`src/source/ncq_req_pkg.sv`:
```
// Request word definitions for the exclusive-access queue path
// Field widths, field struct and the two-view request union
package ncq_req_pkg;

  // Field widths
  localparam int ADDRW = 40;
  localparam int IDW   = 8;
  localparam int SIZEW = 3;

  // Whole request word of addr, id, size and lock
  localparam int REQW  = ADDRW + IDW + SIZEW + 1;

  // Field layout from the MSB down
  typedef struct packed {
    logic [ADDRW-1:0] addr;
    logic [IDW-1:0]   id;
    logic [SIZEW-1:0] size;
    logic             lock;
  } ncq_req_fields_t;

  // Same word seen as fields or as one raw vector
  // Fields for address compare and lock test
  // Raw for whole-word reservation match
  typedef union packed {
    ncq_req_fields_t   fields;
    logic [REQW-1:0]   raw;
  } ncq_req_u;

endpackage

```
`src/source/ncq_resp_pkg.sv`:
```
// Response definitions for the read and write response channels
// Response code enum and response struct
package ncq_resp_pkg;

  // Two-bit response code
  typedef enum logic [1:0] {
    OKAY   = 2'b00,
    EXOKAY = 2'b01
  } ncq_resp_e;

  // Returned id and code
  typedef struct packed {
    logic [ncq_req_pkg::IDW-1:0] id;
    ncq_resp_e                   code;
  } ncq_resp_t;

endpackage

```
`src/source/ncq_addr_queue.sv`:
```
// Address request FIFO as a circular buffer with occupancy count
// Valid/ready push side and a visible head popped by the response stage
module ncq_addr_queue #(
  parameter int DEPTH = 4
) (
  input  logic                  gm_clk,
  input  logic                  cpurst_b,
  input  logic                  in_valid,
  input  ncq_req_pkg::ncq_req_u in_req,
  input  logic                  pop,
  output logic                  in_ready,
  output logic                  head_valid,
  output ncq_req_pkg::ncq_req_u head_req
);

  localparam int PTRW = $clog2(DEPTH);

  // Storage and pointers
  ncq_req_pkg::ncq_req_u mem [DEPTH];
  logic [PTRW-1:0]       wr_ptr;
  logic [PTRW-1:0]       rd_ptr;
  logic [PTRW:0]         count;

  logic                  full;
  logic                  push;
  logic                  pop_en;

  assign full       = (count == (PTRW+1)'(DEPTH));
  assign head_valid = (count != '0);

  // Full queue still takes a push when the head leaves this cycle
  assign in_ready   = !full || pop_en;
  assign push       = in_valid && in_ready;

  // Pop only ever removes a real entry
  assign pop_en     = pop && head_valid;

  // Head is always on view for the monitor
  assign head_req   = mem[rd_ptr];

  // Pointer and occupancy update
  always_ff @(posedge gm_clk or negedge cpurst_b)
  begin
    if (!cpurst_b)
    begin
      wr_ptr <= '0;
      rd_ptr <= '0;
      count  <= '0;
    end
    else
    begin
      if (push)
        wr_ptr <= wr_ptr + 1'b1;
      if (pop_en)
        rd_ptr <= rd_ptr + 1'b1;
      // Simultaneous push and pop leaves count unchanged
      if (push && !pop_en)
        count <= count + 1'b1;
      else if (pop_en && !push)
        count <= count - 1'b1;
    end
  end

  // Entry write with pointers wrapping at the power-of-two depth
  always_ff @(posedge gm_clk)
  begin
    if (push)
      mem[wr_ptr] <= in_req;
  end

endmodule

```
`src/source/ncq_global_monitor.sv`:
```
// Global exclusive monitor with one reservation
// Reservation flag and stored word, match logic and response codes
module ncq_global_monitor (
  input  logic                   gm_clk,
  input  logic                   cpurst_b,
  input  logic                   raq_pop,
  input  ncq_req_pkg::ncq_req_u  raq_head,
  input  logic                   waq_pop,
  input  ncq_req_pkg::ncq_req_u  waq_head,
  output ncq_resp_pkg::ncq_resp_e rd_code,
  output ncq_resp_pkg::ncq_resp_e wr_code,
  output logic                   gm_vld
);

  // Reservation state
  logic                  gm_exclusive;
  ncq_req_pkg::ncq_req_u gm_cont;

  logic                  gm_set;
  logic                  gm_clr;
  logic                  gm_success;

  // Locked read pop takes the reservation
  assign gm_set = raq_pop && raq_head.fields.lock;

  // Any write pop to the stored address drops it
  assign gm_clr = waq_pop && (waq_head.fields.addr == gm_cont.fields.addr);

  // Exclusive write needs lock, a live reservation and the identical word
  // Judged on pre-edge state only
  assign gm_success = waq_pop && waq_head.fields.lock && gm_exclusive &&
                      (waq_head.raw == gm_cont.raw);

  assign rd_code = gm_set     ? ncq_resp_pkg::EXOKAY : ncq_resp_pkg::OKAY;
  assign wr_code = gm_success ? ncq_resp_pkg::EXOKAY : ncq_resp_pkg::OKAY;

  // Flag update where clear beats set
  always_ff @(posedge gm_clk or negedge cpurst_b)
  begin
    if (!cpurst_b)
      gm_exclusive <= 1'b0;
    else if (gm_clr)
      gm_exclusive <= 1'b0;
    else if (gm_set)
      gm_exclusive <= 1'b1;
  end

  // Stored word follows every locked read even when a clear wins
  always_ff @(posedge gm_clk or negedge cpurst_b)
  begin
    if (!cpurst_b)
      gm_cont <= '0;
    else if (gm_set)
      gm_cont <= raq_head;
  end

  // Reservation state out to the checker
  assign gm_vld = gm_exclusive;

endmodule

```
`src/source/ncq_resp_gen.sv`:
```
// Response stage for the read and write channels
// One holding register per channel, pop control and response assembly
module ncq_resp_gen (
  input  logic                          gm_clk,
  input  logic                          cpurst_b,
  input  logic                          raq_valid,
  input  logic [ncq_req_pkg::IDW-1:0]   raq_id,
  input  logic                          waq_valid,
  input  logic [ncq_req_pkg::IDW-1:0]   waq_id,
  input  ncq_resp_pkg::ncq_resp_e       rd_code,
  input  ncq_resp_pkg::ncq_resp_e       wr_code,
  input  logic                          r_ready,
  input  logic                          b_ready,
  output logic                          raq_pop,
  output logic                          waq_pop,
  output logic                          r_valid,
  output ncq_resp_pkg::ncq_resp_t       r_resp,
  output logic                          b_valid,
  output ncq_resp_pkg::ncq_resp_t       b_resp
);

  // Channel index 0 is read, 1 is write
  logic [1:0]              q_valid;
  logic [1:0]              rsp_ready;
  logic [1:0]              pop;
  logic [1:0]              rsp_valid;
  ncq_resp_pkg::ncq_resp_t new_resp [2];
  ncq_resp_pkg::ncq_resp_t rsp_q    [2];

  assign q_valid   = {waq_valid, raq_valid};
  assign rsp_ready = {b_ready, r_ready};

  // Popped id paired with the monitor's code
  assign new_resp[0] = '{id: raq_id, code: rd_code};
  assign new_resp[1] = '{id: waq_id, code: wr_code};

  // Pop when the head is valid and the register is empty or draining
  always_comb
  begin
    for (int i = 0; i < 2; i++)
      pop[i] = q_valid[i] && (!rsp_valid[i] || rsp_ready[i]);
  end

  // Valid flags
  always_ff @(posedge gm_clk or negedge cpurst_b)
  begin
    if (!cpurst_b)
      rsp_valid <= '0;
    else
    begin
      for (int i = 0; i < 2; i++)
      begin
        if (pop[i])
          rsp_valid[i] <= 1'b1;
        else if (rsp_ready[i])
          rsp_valid[i] <= 1'b0;
      end
    end
  end

  // Payload loads only on pop and holds under back-pressure
  always_ff @(posedge gm_clk)
  begin
    for (int i = 0; i < 2; i++)
    begin
      if (pop[i])
        rsp_q[i] <= new_resp[i];
    end
  end

  // Channel outputs
  assign raq_pop = pop[0];
  assign waq_pop = pop[1];
  assign r_valid = rsp_valid[0];
  assign r_resp  = rsp_q[0];
  assign b_valid = rsp_valid[1];
  assign b_resp  = rsp_q[1];

endmodule

```
`src/source/ncq_excl_top.sv`:
```
// Exclusive-access path top level
// Read and write address queues, global monitor and response stage
module ncq_excl_top #(
  parameter int DEPTH = 4
) (
  input  logic                    gm_clk,
  input  logic                    cpurst_b,
  // Read address channel
  input  logic                    ar_valid,
  output logic                    ar_ready,
  input  ncq_req_pkg::ncq_req_u   ar_req,
  // Write address channel
  input  logic                    aw_valid,
  output logic                    aw_ready,
  input  ncq_req_pkg::ncq_req_u   aw_req,
  // Read response channel
  output logic                    r_valid,
  input  logic                    r_ready,
  output ncq_resp_pkg::ncq_resp_t r_resp,
  // Write response channel
  output logic                    b_valid,
  input  logic                    b_ready,
  output ncq_resp_pkg::ncq_resp_t b_resp
);

  // Queue heads and pop strobes
  logic                    raq_valid;
  ncq_req_pkg::ncq_req_u   raq_head;
  logic                    raq_pop;
  logic                    waq_valid;
  ncq_req_pkg::ncq_req_u   waq_head;
  logic                    waq_pop;

  // Monitor decisions for the popped heads
  ncq_resp_pkg::ncq_resp_e rd_code;
  ncq_resp_pkg::ncq_resp_e wr_code;
  logic                    gm_vld;

  // Read address queue
  ncq_addr_queue #(.DEPTH(DEPTH)) raq_i (
    .gm_clk     (gm_clk),
    .cpurst_b   (cpurst_b),
    .in_valid   (ar_valid),
    .in_req     (ar_req),
    .pop        (raq_pop),
    .in_ready   (ar_ready),
    .head_valid (raq_valid),
    .head_req   (raq_head)
  );

  // Write address queue
  ncq_addr_queue #(.DEPTH(DEPTH)) waq_i (
    .gm_clk     (gm_clk),
    .cpurst_b   (cpurst_b),
    .in_valid   (aw_valid),
    .in_req     (aw_req),
    .pop        (waq_pop),
    .in_ready   (aw_ready),
    .head_valid (waq_valid),
    .head_req   (waq_head)
  );

  // Exclusive monitor
  ncq_global_monitor gm_i (
    .gm_clk   (gm_clk),
    .cpurst_b (cpurst_b),
    .raq_pop  (raq_pop),
    .raq_head (raq_head),
    .waq_pop  (waq_pop),
    .waq_head (waq_head),
    .rd_code  (rd_code),
    .wr_code  (wr_code),
    .gm_vld   (gm_vld)
  );

  // Response stage
  ncq_resp_gen resp_i (
    .gm_clk    (gm_clk),
    .cpurst_b  (cpurst_b),
    .raq_valid (raq_valid),
    .raq_id    (raq_head.fields.id),
    .waq_valid (waq_valid),
    .waq_id    (waq_head.fields.id),
    .rd_code   (rd_code),
    .wr_code   (wr_code),
    .r_ready   (r_ready),
    .b_ready   (b_ready),
    .raq_pop   (raq_pop),
    .waq_pop   (waq_pop),
    .r_valid   (r_valid),
    .r_resp    (r_resp),
    .b_valid   (b_valid),
    .b_resp    (b_resp)
  );

endmodule

```
`config.mk`:
```
export PLATFORM = sky130hd
export DESIGN_NAME = ncq_excl_top
export DESIGN_NICKNAME = d
export VERILOG_FILES = /design/src/source/ncq_req_pkg.sv /design/src/source/ncq_resp_pkg.sv /design/src/source/ncq_addr_queue.sv /design/src/source/ncq_global_monitor.sv /design/src/source/ncq_resp_gen.sv /design/src/source/ncq_excl_top.sv
export SDC_FILE = /design/constraint.sdc
export NUM_CORES = 1
export LEC_CHECK = 0
export BUFFER_PORTS_ARGS = -buffer_cell sky130_fd_sc_hd__buf_2
export CORE_MARGIN = 3
export CORE_UTILIZATION = 45
export DETAILED_ROUTE_END_ITERATION = 10
export SYNTH_ARGS = -nofsm -noshare
export SYNTH_HDL_FRONTEND = slang
export SYNTH_SLANG_ARGS = --single-unit
```
`constraint.sdc`:
```
create_clock -name gm_clk -period 2.6 [get_ports gm_clk]
set_input_delay 0.13 -clock gm_clk [delete_from_list [all_inputs] [get_ports gm_clk]]
set_output_delay 0.13 -clock gm_clk [all_outputs]
set_load 0.01 [all_outputs]
```
* Word level (Yosys, flattened, before mapping)
Memory sizes are Yosys's and may differ from the RTL's. Cells that the tools add are included.
Cells by class: $add $sub $neg 8, eq/ne operators 4, muxes and demuxes 20, reduce and logical (&&, ||, !) cells 34
Operators with widths (count):
- 52-bit == test | 1
- 40-bit == test | 1
- 1-bit two-way mux | 16
- 1-bit logical AND | 15
- 3-bit two-way mux | 4
- 2-bit nonzero test | 5
- 2-bit by 1-bit adder with 2-bit output (second input constant) | 4
- 1-bit zero test | 8
- 3-bit by 1-bit adder with 3-bit output (second input constant) | 2
- 3-bit == test (second input constant) | 2
- 3-bit nonzero test | 2
- 3-bit by 1-bit subtractor with 3-bit output (second input constant) | 2
- 1-bit logical OR | 4
Word-level totals: register bits after elaboration 69, memory bits (writable) 434, output and inout port bits 24, logic and storage cells 79, memories 3
Memory list:
- raq_i.mem | depth 4, width 52, rd ports 1, clocked after memory_dff 0, write ports 1, RTL line ncq_addr_queue.sv:19 | ncq_req_pkg::ncq_req_u mem [DEPTH];
- waq_i.mem | depth 4, width 52, rd ports 1, clocked after memory_dff 0, write ports 1, RTL line ncq_addr_queue.sv:19
- resp_i.rsp_q | depth 2, width 9, rd ports 2, clocked after memory_dff 0, write ports 2, RTL line ncq_resp_gen.sv:28 | ncq_resp_pkg::ncq_resp_t rsp_q [2];

* Logic depth before layout (Yosys ltp)
Gate-level depths: netlist of run 1.
depth in word-level cells 10, gate-level depth with buffers 9, mapped depth without buffers 9

* Cells and area by module
A second synthesis of run 1 with hierarchy kept.
Second synthesis, totals: cell total of the unflattened synthesis 833, area, all modules 19070.8 µm²
By module, submodules not included:
- ncq_addr_queue | times used 2, cells an instance 308, area an instance 7906.3 µm²
- ncq_global_monitor | times used 1, cells an instance 189, area an instance 2555.0 µm²
- ncq_resp_gen | times used 1, cells an instance 28, area an instance 703.2 µm²

* Worst setup path before layout of run 1
No wires, ideal clock.
path kind reg-to-reg, start register resp_i.rsp_valid[1], end memory waq_i.mem[0][0] (netlist name), enable pin, setup time 0.415 ns, arrival time 2.062 ns, slack 0.123 ns, stages on the path, launching flop included 4, path buffers 0, cells stage by stage dfrtp_1 nor2b_1 nand3_1 and3_1
Between the ends: word-level cells in the longest chain between the ends 8
Ends and longest elaborated chain:
- from (decl) | RTL line ncq_resp_gen.sv:26 | logic [1:0] rsp_valid;
- from (signal assigned) | RTL line ncq_resp_gen.sv:48 | rsp_valid <= '0;
- from (signal, indexed assignment) | RTL line ncq_resp_gen.sv:54 | rsp_valid[i] <= 1'b1;
- from (signal, indexed assignment) | RTL line ncq_resp_gen.sv:56 | rsp_valid[i] <= 1'b0;
- 1-bit zero test | RTL line ncq_resp_gen.sv:41 | pop[i] = q_valid[i] && (!rsp_valid[i] || rsp_ready[i]);
- 1-bit logical OR | RTL line ncq_resp_gen.sv:41
- 1-bit logical AND | RTL line ncq_resp_gen.sv:41
- 1-bit logical AND | RTL line ncq_addr_queue.sv:36 | assign pop_en = pop && head_valid;
- 1-bit logical OR | RTL line ncq_addr_queue.sv:32 | assign in_ready = !full || pop_en;
- via aw_ready | RTL line ncq_excl_top.sv:14 | output logic aw_ready,
- 1-bit logical AND | RTL line ncq_addr_queue.sv:33 | assign push = in_valid && in_ready;
- 1-bit two-way mux | RTL line ncq_addr_queue.sv:67 | if (push)
- 1-bit two-way mux (implied by the code) | RTL line ncq_addr_queue.sv:68 | mem[wr_ptr] <= in_req;
- to (decl) | RTL line ncq_addr_queue.sv:19
The timed path passes the listed nets, and every way through them passes these cells.

==> results of run 1 <==
-- layout make-up --
| class | instances | area (µm²) |
|---|---|---|
| flip-flops and latches | 503 | 14800 |
| clock inverters | 14 | 113 |
| fillers | 3066 | 17800 |
| well taps | 532 | 666 |
| inverters | 9 | 33.8 |
| clock buffers | 81 | 1520 |
| repair buffers | 278 | 2220 |
| multi-input cells | 305 | 4040 |
-- cell families (layout without fill, tap and decap cells) --
family | after synthesis | in the layout | share of synthesized area
DFF | 503 | 503 | 0.779
muxes | 154 | 154 | 0.151
adders and majority gates | 12 | 12 | 0.00872
other | 1 | 2 | 0.000198
AOI/OAI and AO/OA | 6 | 6 | 0.00258
and+or+nand+nor | 66 | 66 | 0.0178
xor gates and xnor gates | 65 | 65 | 0.0301
buffers and inverters | 40 | 382 | 0.00998
-- flip-flops by register name, summed over array words and instances, names as in the netlist, 3 cells and up --
register and flops:
raq_i.mem 208, waq_i.mem 208, gm_i.gm_cont 52, resp_i.rsp_q 18
raq_i.count 3, waq_i.count 3
-- layer usage --
metal / GRT usage / vias up / share of wire
met5: 0 / - / 0.00018
met4: 0.0483 / 2 / 0.017
met3: 0.0299 / 48 / 0.043
met2: 0.268 / 208 / 0.47
met1: 0.266 / 4673 / 0.47
li1: - / 4026 / -
-- cells in the final DEF, fill, tap and decap left out, types with 5 or more instances in the layout --
master         netlist  routed
clkbuf_8             0      11
and3_2               0       8
edfxtp_1           434     434
xor2_1              12      12
dlygate4sd3_1        0     107
nand4_1             11      11
xnor2_1             53      53
mux2_2              48      48
nor2_1               5       5
inv_1                9       9
buf_2               10     130
clkbuf_16            0      52
buf_12               0      15
nand2_1             21      20
ha_1                10      10
dfrtp_1             69      65
clkbuf_1            10      18
buf_4                3      25
mux4_2             101     101
mux2i_1              5       5
clkinv_2             0       7
-- where the power goes --
part           internal [mW]  switching [mW]  leakage, nW
logic                   3.84            3.56         2.54
registers               11.0           0.991         4.79
clock network           4.11            2.92        0.805
total                   18.9            7.47         8.14
-- worst paths after layout --
path | slack (ns) | depth (start not counted) | to | start
max | 0.12 | 8 | resp_i.rsp_q[0][9] | waq_i.rd_ptr[0]
min | 0.05 | 3 | raq_i.wr_ptr[0] | ar_valid
max reg2reg | 0.12 | 8 | resp_i.rsp_q[0][9] | waq_i.rd_ptr[0]
min reg2reg | 0.49 | 1 | gm_i.gm_cont[0] | gm_i.gm_cont[0]
max in group asynchronous | 1.66 | 2 | raq_i.rd_ptr[0] | cpurst_b
min in group asynchronous | 0.22 | 2 | gm_i.gm_cont[10] | cpurst_b
-- metrics by stage --
stage,setup TNS (ns),hold slack [ns],util
finish,0,0.0533,0.567
detailed placement,0,0.322,0.498
global placement,0,0.320,0.498
CTS,0,0.0297,0.564
global route,-0.0246,0.0885,0.567
floorplan,0,-0.166,-
-- critical path: stages (launching register included) --
cell       delay (ns)
dfrtp_4          0.51
buf_12           0.17
buf_4            0.13
mux4_2           0.43
xnor2_1          0.16
nand4_1          0.18
a2111oi_4        0.41
nand3_2          0.16
nor3_2           0.18
-- repair_timing --
item | 4_1_cts | 5_1_grt
buffers inserted | 0 | 12
endpoints found under the hold margin | 477 | 0
hold buffers | 107 | 0
gates resized for setup | 0 | 6
endpoints found under the setup margin | 0 | 1
-- synth_stat cells, drive strengths merged --
master / number / area, µm²
xor2: 12 / 105
xnor2: 53 / 464
conb: 1 / 3.75
and3: 8 / 50.1
nor2b: 3 / 18.8
clkbuf: 10 / 37.5
nand2b: 3 / 18.8
nand2: 21 / 78.8
mux2: 48 / 541
a2111oi: 2 / 23.8
o21ai: 2 / 10.0
mux2i: 5 / 50.1
nor2: 5 / 18.8
or3: 1 / 6.26
nand4: 11 / 68.8
a211oi: 1 / 7.51
mux4: 101 / 2270
nor3: 4 / 20.0
buf: 21 / 118
inv: 9 / 33.8
fa: 2 / 40.0
and2: 2 / 12.5
ha: 10 / 125
or2: 1 / 6.26
o21a: 1 / 7.51
dfrtp: 69 / 1730
nor4: 2 / 12.5
nand3: 5 / 25.0
edfxtp: 434 / 13000
==> flow_summary.json, run 1 <==
{
  "fmax_ghz": 0.403,
  "cts-htree-levels": 2,
  "mappedNetlistArea_mm2": 0.0189,
  "crit_fanout": 16,
  "antenna_found_initial": 2,
  "grt_pass1_wl_um": 58000,
  "stdcell_area_mm2": 0.0234,
  "synth.distinct_cells": 33,
  "dieArea_mm2": 0.0446,
  "syn_inst": 847,
  "powerDensity_mw_per_mm2": 1130,
  "crit_path_start_kind": "flop",
  "initial_utilization": 0.460,
  "ant_nets": 0,
  "hpwl_um": 23800,
  "setup.worst_path.end_class": "flop",
  "synth_area_per_cell_um2": 22.4,
  "arrival_ns": 2.91,
  "place_congestion": 0.750,
  "post_dp_cell_area_mm2": 0.0205,
  "first_global_vias": 9318,
  "die_w_um": 211,
  "layoutNonFillerInstCount": 1722,
  "skew_ns": 0.0173,
  "clkSlewWorstSetupHoldPaths_ns": 0.06,
  "fp.dieH_um": 211,
  "fp-row-count": 74,
  "tightest_slew_ns": 0.952,
  "grt_start_max_net_pins": 62,
  "fin_ws_ns": 0.117,
  "power_mw": 26.4,
  "grt.total_usage": 0.175,
  "ys_ff_latch": 503,
  "numCtsBuffers": 51,
  "drt_pass1_iterations": 4,
  "routed_wl_um": 38700,
  "worstHoldPathType": "in2reg",
  "gr-total-overflow": 0,
  "required_ns": 3.02,
  "root_buffer": "clkbuf_16",
  "nNetsFinal": 1270,
  "tritoncts": "built",
  "clk_latency_ns": 0.59,
  "io_pins": 134,
  "clock_sinks": 503,
  "core_area_mm2": 0.0412,
  "ir_worst_vdd_v": 0.000528,
  "num_vias": 8957,
  "status": "finished clean",
  "clockBufferDepth": 3,
  "drt_iter0_markers": 697,
  "seq_area_frac_synth": 0.779,
  "n_antenna_cell": 0,
  "worstSetupPathType": "reg2reg",
  "yosys_warnings": 0,
  "portBuffers": 131,
  "period_minus_slack_ns": 2.48,
  "area_delta_synth_final_pct": 23.4,
  "final_layout_size_suffix_gt1_frac": 0.347,
  "place_ws_ns": 0.0517,
  "cap_violations": 0,
  "slew_headroom": 0.365,
  "power_leakage_nw": 8.14,
  "drv_slew": 0,
  "drc": 0,
  "dpl.cell_count": 1508,
  "finalHoldViolations": 0,
  "setup_violations": 0,
  "vias_per_cell": 5.20,
  "final.period_utilization": 0.955,
  "routedWlPerCell_um": 22.5
}
Note: power is estimated with default switching activity, not from simulation.
==> run 2, diff against run 1 <==
SYNTH_HIERARCHICAL = 1   (was unset)
==> flow_summary.json, run 2 <==
{
  "status": "finished clean",
  "powerDensity_mw_per_mm2": 1140,
  "power_mw": 27.0,
  "setup_violations": 0,
  "numCtsBuffers": 52,
  "num_vias": 8966,
  "arrival_ns": 3.00,
  "die_w_um": 212,
  "netlist_top_cells_count": "edfxtp_1, mux4_2, dfrtp_1, xnor2_1, mux2_2",
  "skew_ns": 0.0113,
  "fp.dieH_um": 212,
  "reg_top3": "raq_i/mem x208, waq_i/mem x208, gm_i/gm_cont x52",
  "crit_fanout": 2,
  "ys_top_cells_by_area": "edfxtp_1, mux4_2, dfrtp_1",
  "clkSlewWorstSetupHoldPaths_ns": 0.06,
  "cts-htree-levels": 2,
  "routedWlPerCell_um": 22.6,
  "setup.worst_path.end_class": "flop",
  "grt-busiest-layer": "met2",
  "synth_enable_flop_cells": 436,
  "dieArea_mm2": 0.0449,
  "synth-main-ff-cell": "edfxtp_1",
  "timing.hold.ws_ns": 0.103,
  "yosysTopAreaCell": "edfxtp_1",
  "fmax_ghz": 0.393,
  "grt_start_max_net_pins": 55,
  "first_global_vias": 9636,
  "synth_top_area_frac": 0.687,
  "required_ns": 3.05,
  "gr-total-overflow": 0,
  "seq_area_frac_synth": 0.777,
  "period_minus_slack_ns": 2.55,
  "use_met1": 0.239,
  "drv_slew": 0,
  "mappedNetlistArea_mm2": 0.0191,
  "tns_ns": 0,
  "io_pins": 134,
  "hpwl_um": 24400,
  "power_leakage_nw": 8.19,
  "worstSetupPathType": "reg2reg",
  "grt_use_met2": 0.304,
  "crit_path_start_kind": "flop",
  "final_util": 0.572,
  "finalHoldViolations": 0,
  "ir_worst_vdd_v": 0.000631,
  "postSynth.asyncResetShare": 0.137,
  "area_delta_synth_final_pct": 24.1,
  "layout_common_cells": "edfxtp_1, buf_2, dlygate4sd3_1",
  "initial_utilization": 0.461,
  "ys_ff_latch": 505,
  "cp_cell_sequence": "or3_4, and2_4, or4b_4, and2_4, ha_4, inv_2, fa_1, mux2_4",
  "root_buffer": "clkbuf_16",
  "slew_headroom": 0.606,
  "clockBufferDepth": 3,
  "yosys_warnings": 6,
  "drt_pass1_iterations": 4,
  "fill_cells": 3106,
  "crit_slowest_cell": "or4b_4",
  "ff2ff_path_depth": 8,
  "rsz0062_at_grt": "true",
  "cpMostUsedCell": "and2_4",
  "tightest_slew_ns": 0.592,
  "routed_wl_um": 39000,
  "synth.distinct_cells": 32,
  "grt.met3_usage": 0.0304,
  "antenna_found_initial": 3,
  "portBuffers": 133,
  "final.period_utilization": 0.980,
  "grt.total_usage": 0.179,
  "max_stage_delay_ns": 0.48,
  "layout_commonest_cell": "edfxtp_1",
  "synth_area_per_cell_um2": 22.9,
  "nNetsFinal": 1269,
  "tritoncts": "built",
  "syn_inst": 833,
  "final_layout_size_suffix_gt1_frac": 0.381,
  "core_area_mm2": 0.0414,
  "worstHoldPathType": "in2async",
  "clk_latency_ns": 0.57,
  "synth.most_common_cell": "edfxtp_1",
  "cap_violations": 0,
  "vias_per_cell": 5.20,
  "grt_pass1_wl_um": 59600,
  "ant_nets": 0,
  "clock_sinks": 505,
  "drc": 0,
  "fp-row-count": 74,
  "drt_iter0_markers": 474,
  "place_congestion": 0.725
}
run 2: layout make-up:
cell class / count / area, µm² / share of cell area
Sequential cell: 505 / 14800 / 0.627
Tap cell: 532 / 666 / 0.0281
Timing Repair Buffer: 295 / 2370 / 0.100
Antenna cell: 2 / 5.00 / 0.000212
Clock buffer: 72 / 1470 / 0.0621
Clock inverter: 24 / 188 / 0.00793
Multi-Input combinational cell: 287 / 4110 / 0.174
Inverter: 6 / 22.5 / 0.000952
run 2: metrics by stage:
step	cells	instance area, µm²	worst slack, ns
after floorplan	834	19100	-0.180
after global placement	1511	20800	0.0377
after detailed placement	1511	20800	-0.00777
after CTS	1716	23600	0.00910
after global routing	1722	23700	-0.0360
final	1723	23700	0.0528
run 2: metal layers:
metal | share of wire | vias to the layer above
met5 | 0.00023 | -
met4 | 0.025 | 2
met3 | 0.039 | 67
met2 | 0.51 | 186
met1 | 0.42 | 4682
li1 | - | 4029
run 2: worst max-delay path: cells and delay by family, from the launching register on:
kind,cells,cell delay (ns)
adders and majority gates,2,0.56
buffers and inverters,1,0.05
DFF,1,0.37
muxes,1,0.28
and+or+nand+nor,4,1.17
run 2: logic make-up (layout without fill, tap and decap cells):
logic type,count (synthesis),in the layout,share of synthesized area
DFF,505,505,0.777
muxes,157,157,0.154
xor gates and xnor gates,63,63,0.0297
and+or+nand+nor,50,50,0.0170
buffers and inverters,42,397,0.0119
adders and majority gates,12,12,0.00866
AOI/OAI and AO/OA,3,3,0.00131
other,1,4,0.000197
run 2: repair_timing:
| action | 4_1_cts | 5_1_grt |
|---|---|---|
| resized for setup | 2 | 5 |
| pin swaps | 0 | 10 |
| hold endpoints to repair | 486 | 0 |
| buffers inserted | 0 | 5 |
| setup endpoints to repair | 2 | 4 |
| hold buffers | 109 | 0 |
run 2: worst paths after layout:
| kind | from | endpoint | slack (ns) |
|---|---|---|---|
| min reg2reg | gm_i/gm_vld | gm_i/gm_vld | 0.50 |
| max in group asynchronous | cpurst_b | gm_i/gm_cont[42] | 1.87 |
| min | cpurst_b | raq_i/count[1] | 0.10 |
| min in group gm_clk | ar_req[26] | raq_i/mem[3][26] | 0.31 |
| max reg2reg | waq_i/count[0] | waq_i/count[1] | 0.05 |
| max | waq_i/count[0] | waq_i/count[1] | 0.05 |
run 2: power breakdown:
group,total [mW],internal [mW],leakage [nW],switching [mW]
registers,12.0,11.0,4.81,0.921
clock network,7.15,4.22,0.810,2.93
logic,7.88,4.13,2.58,3.74
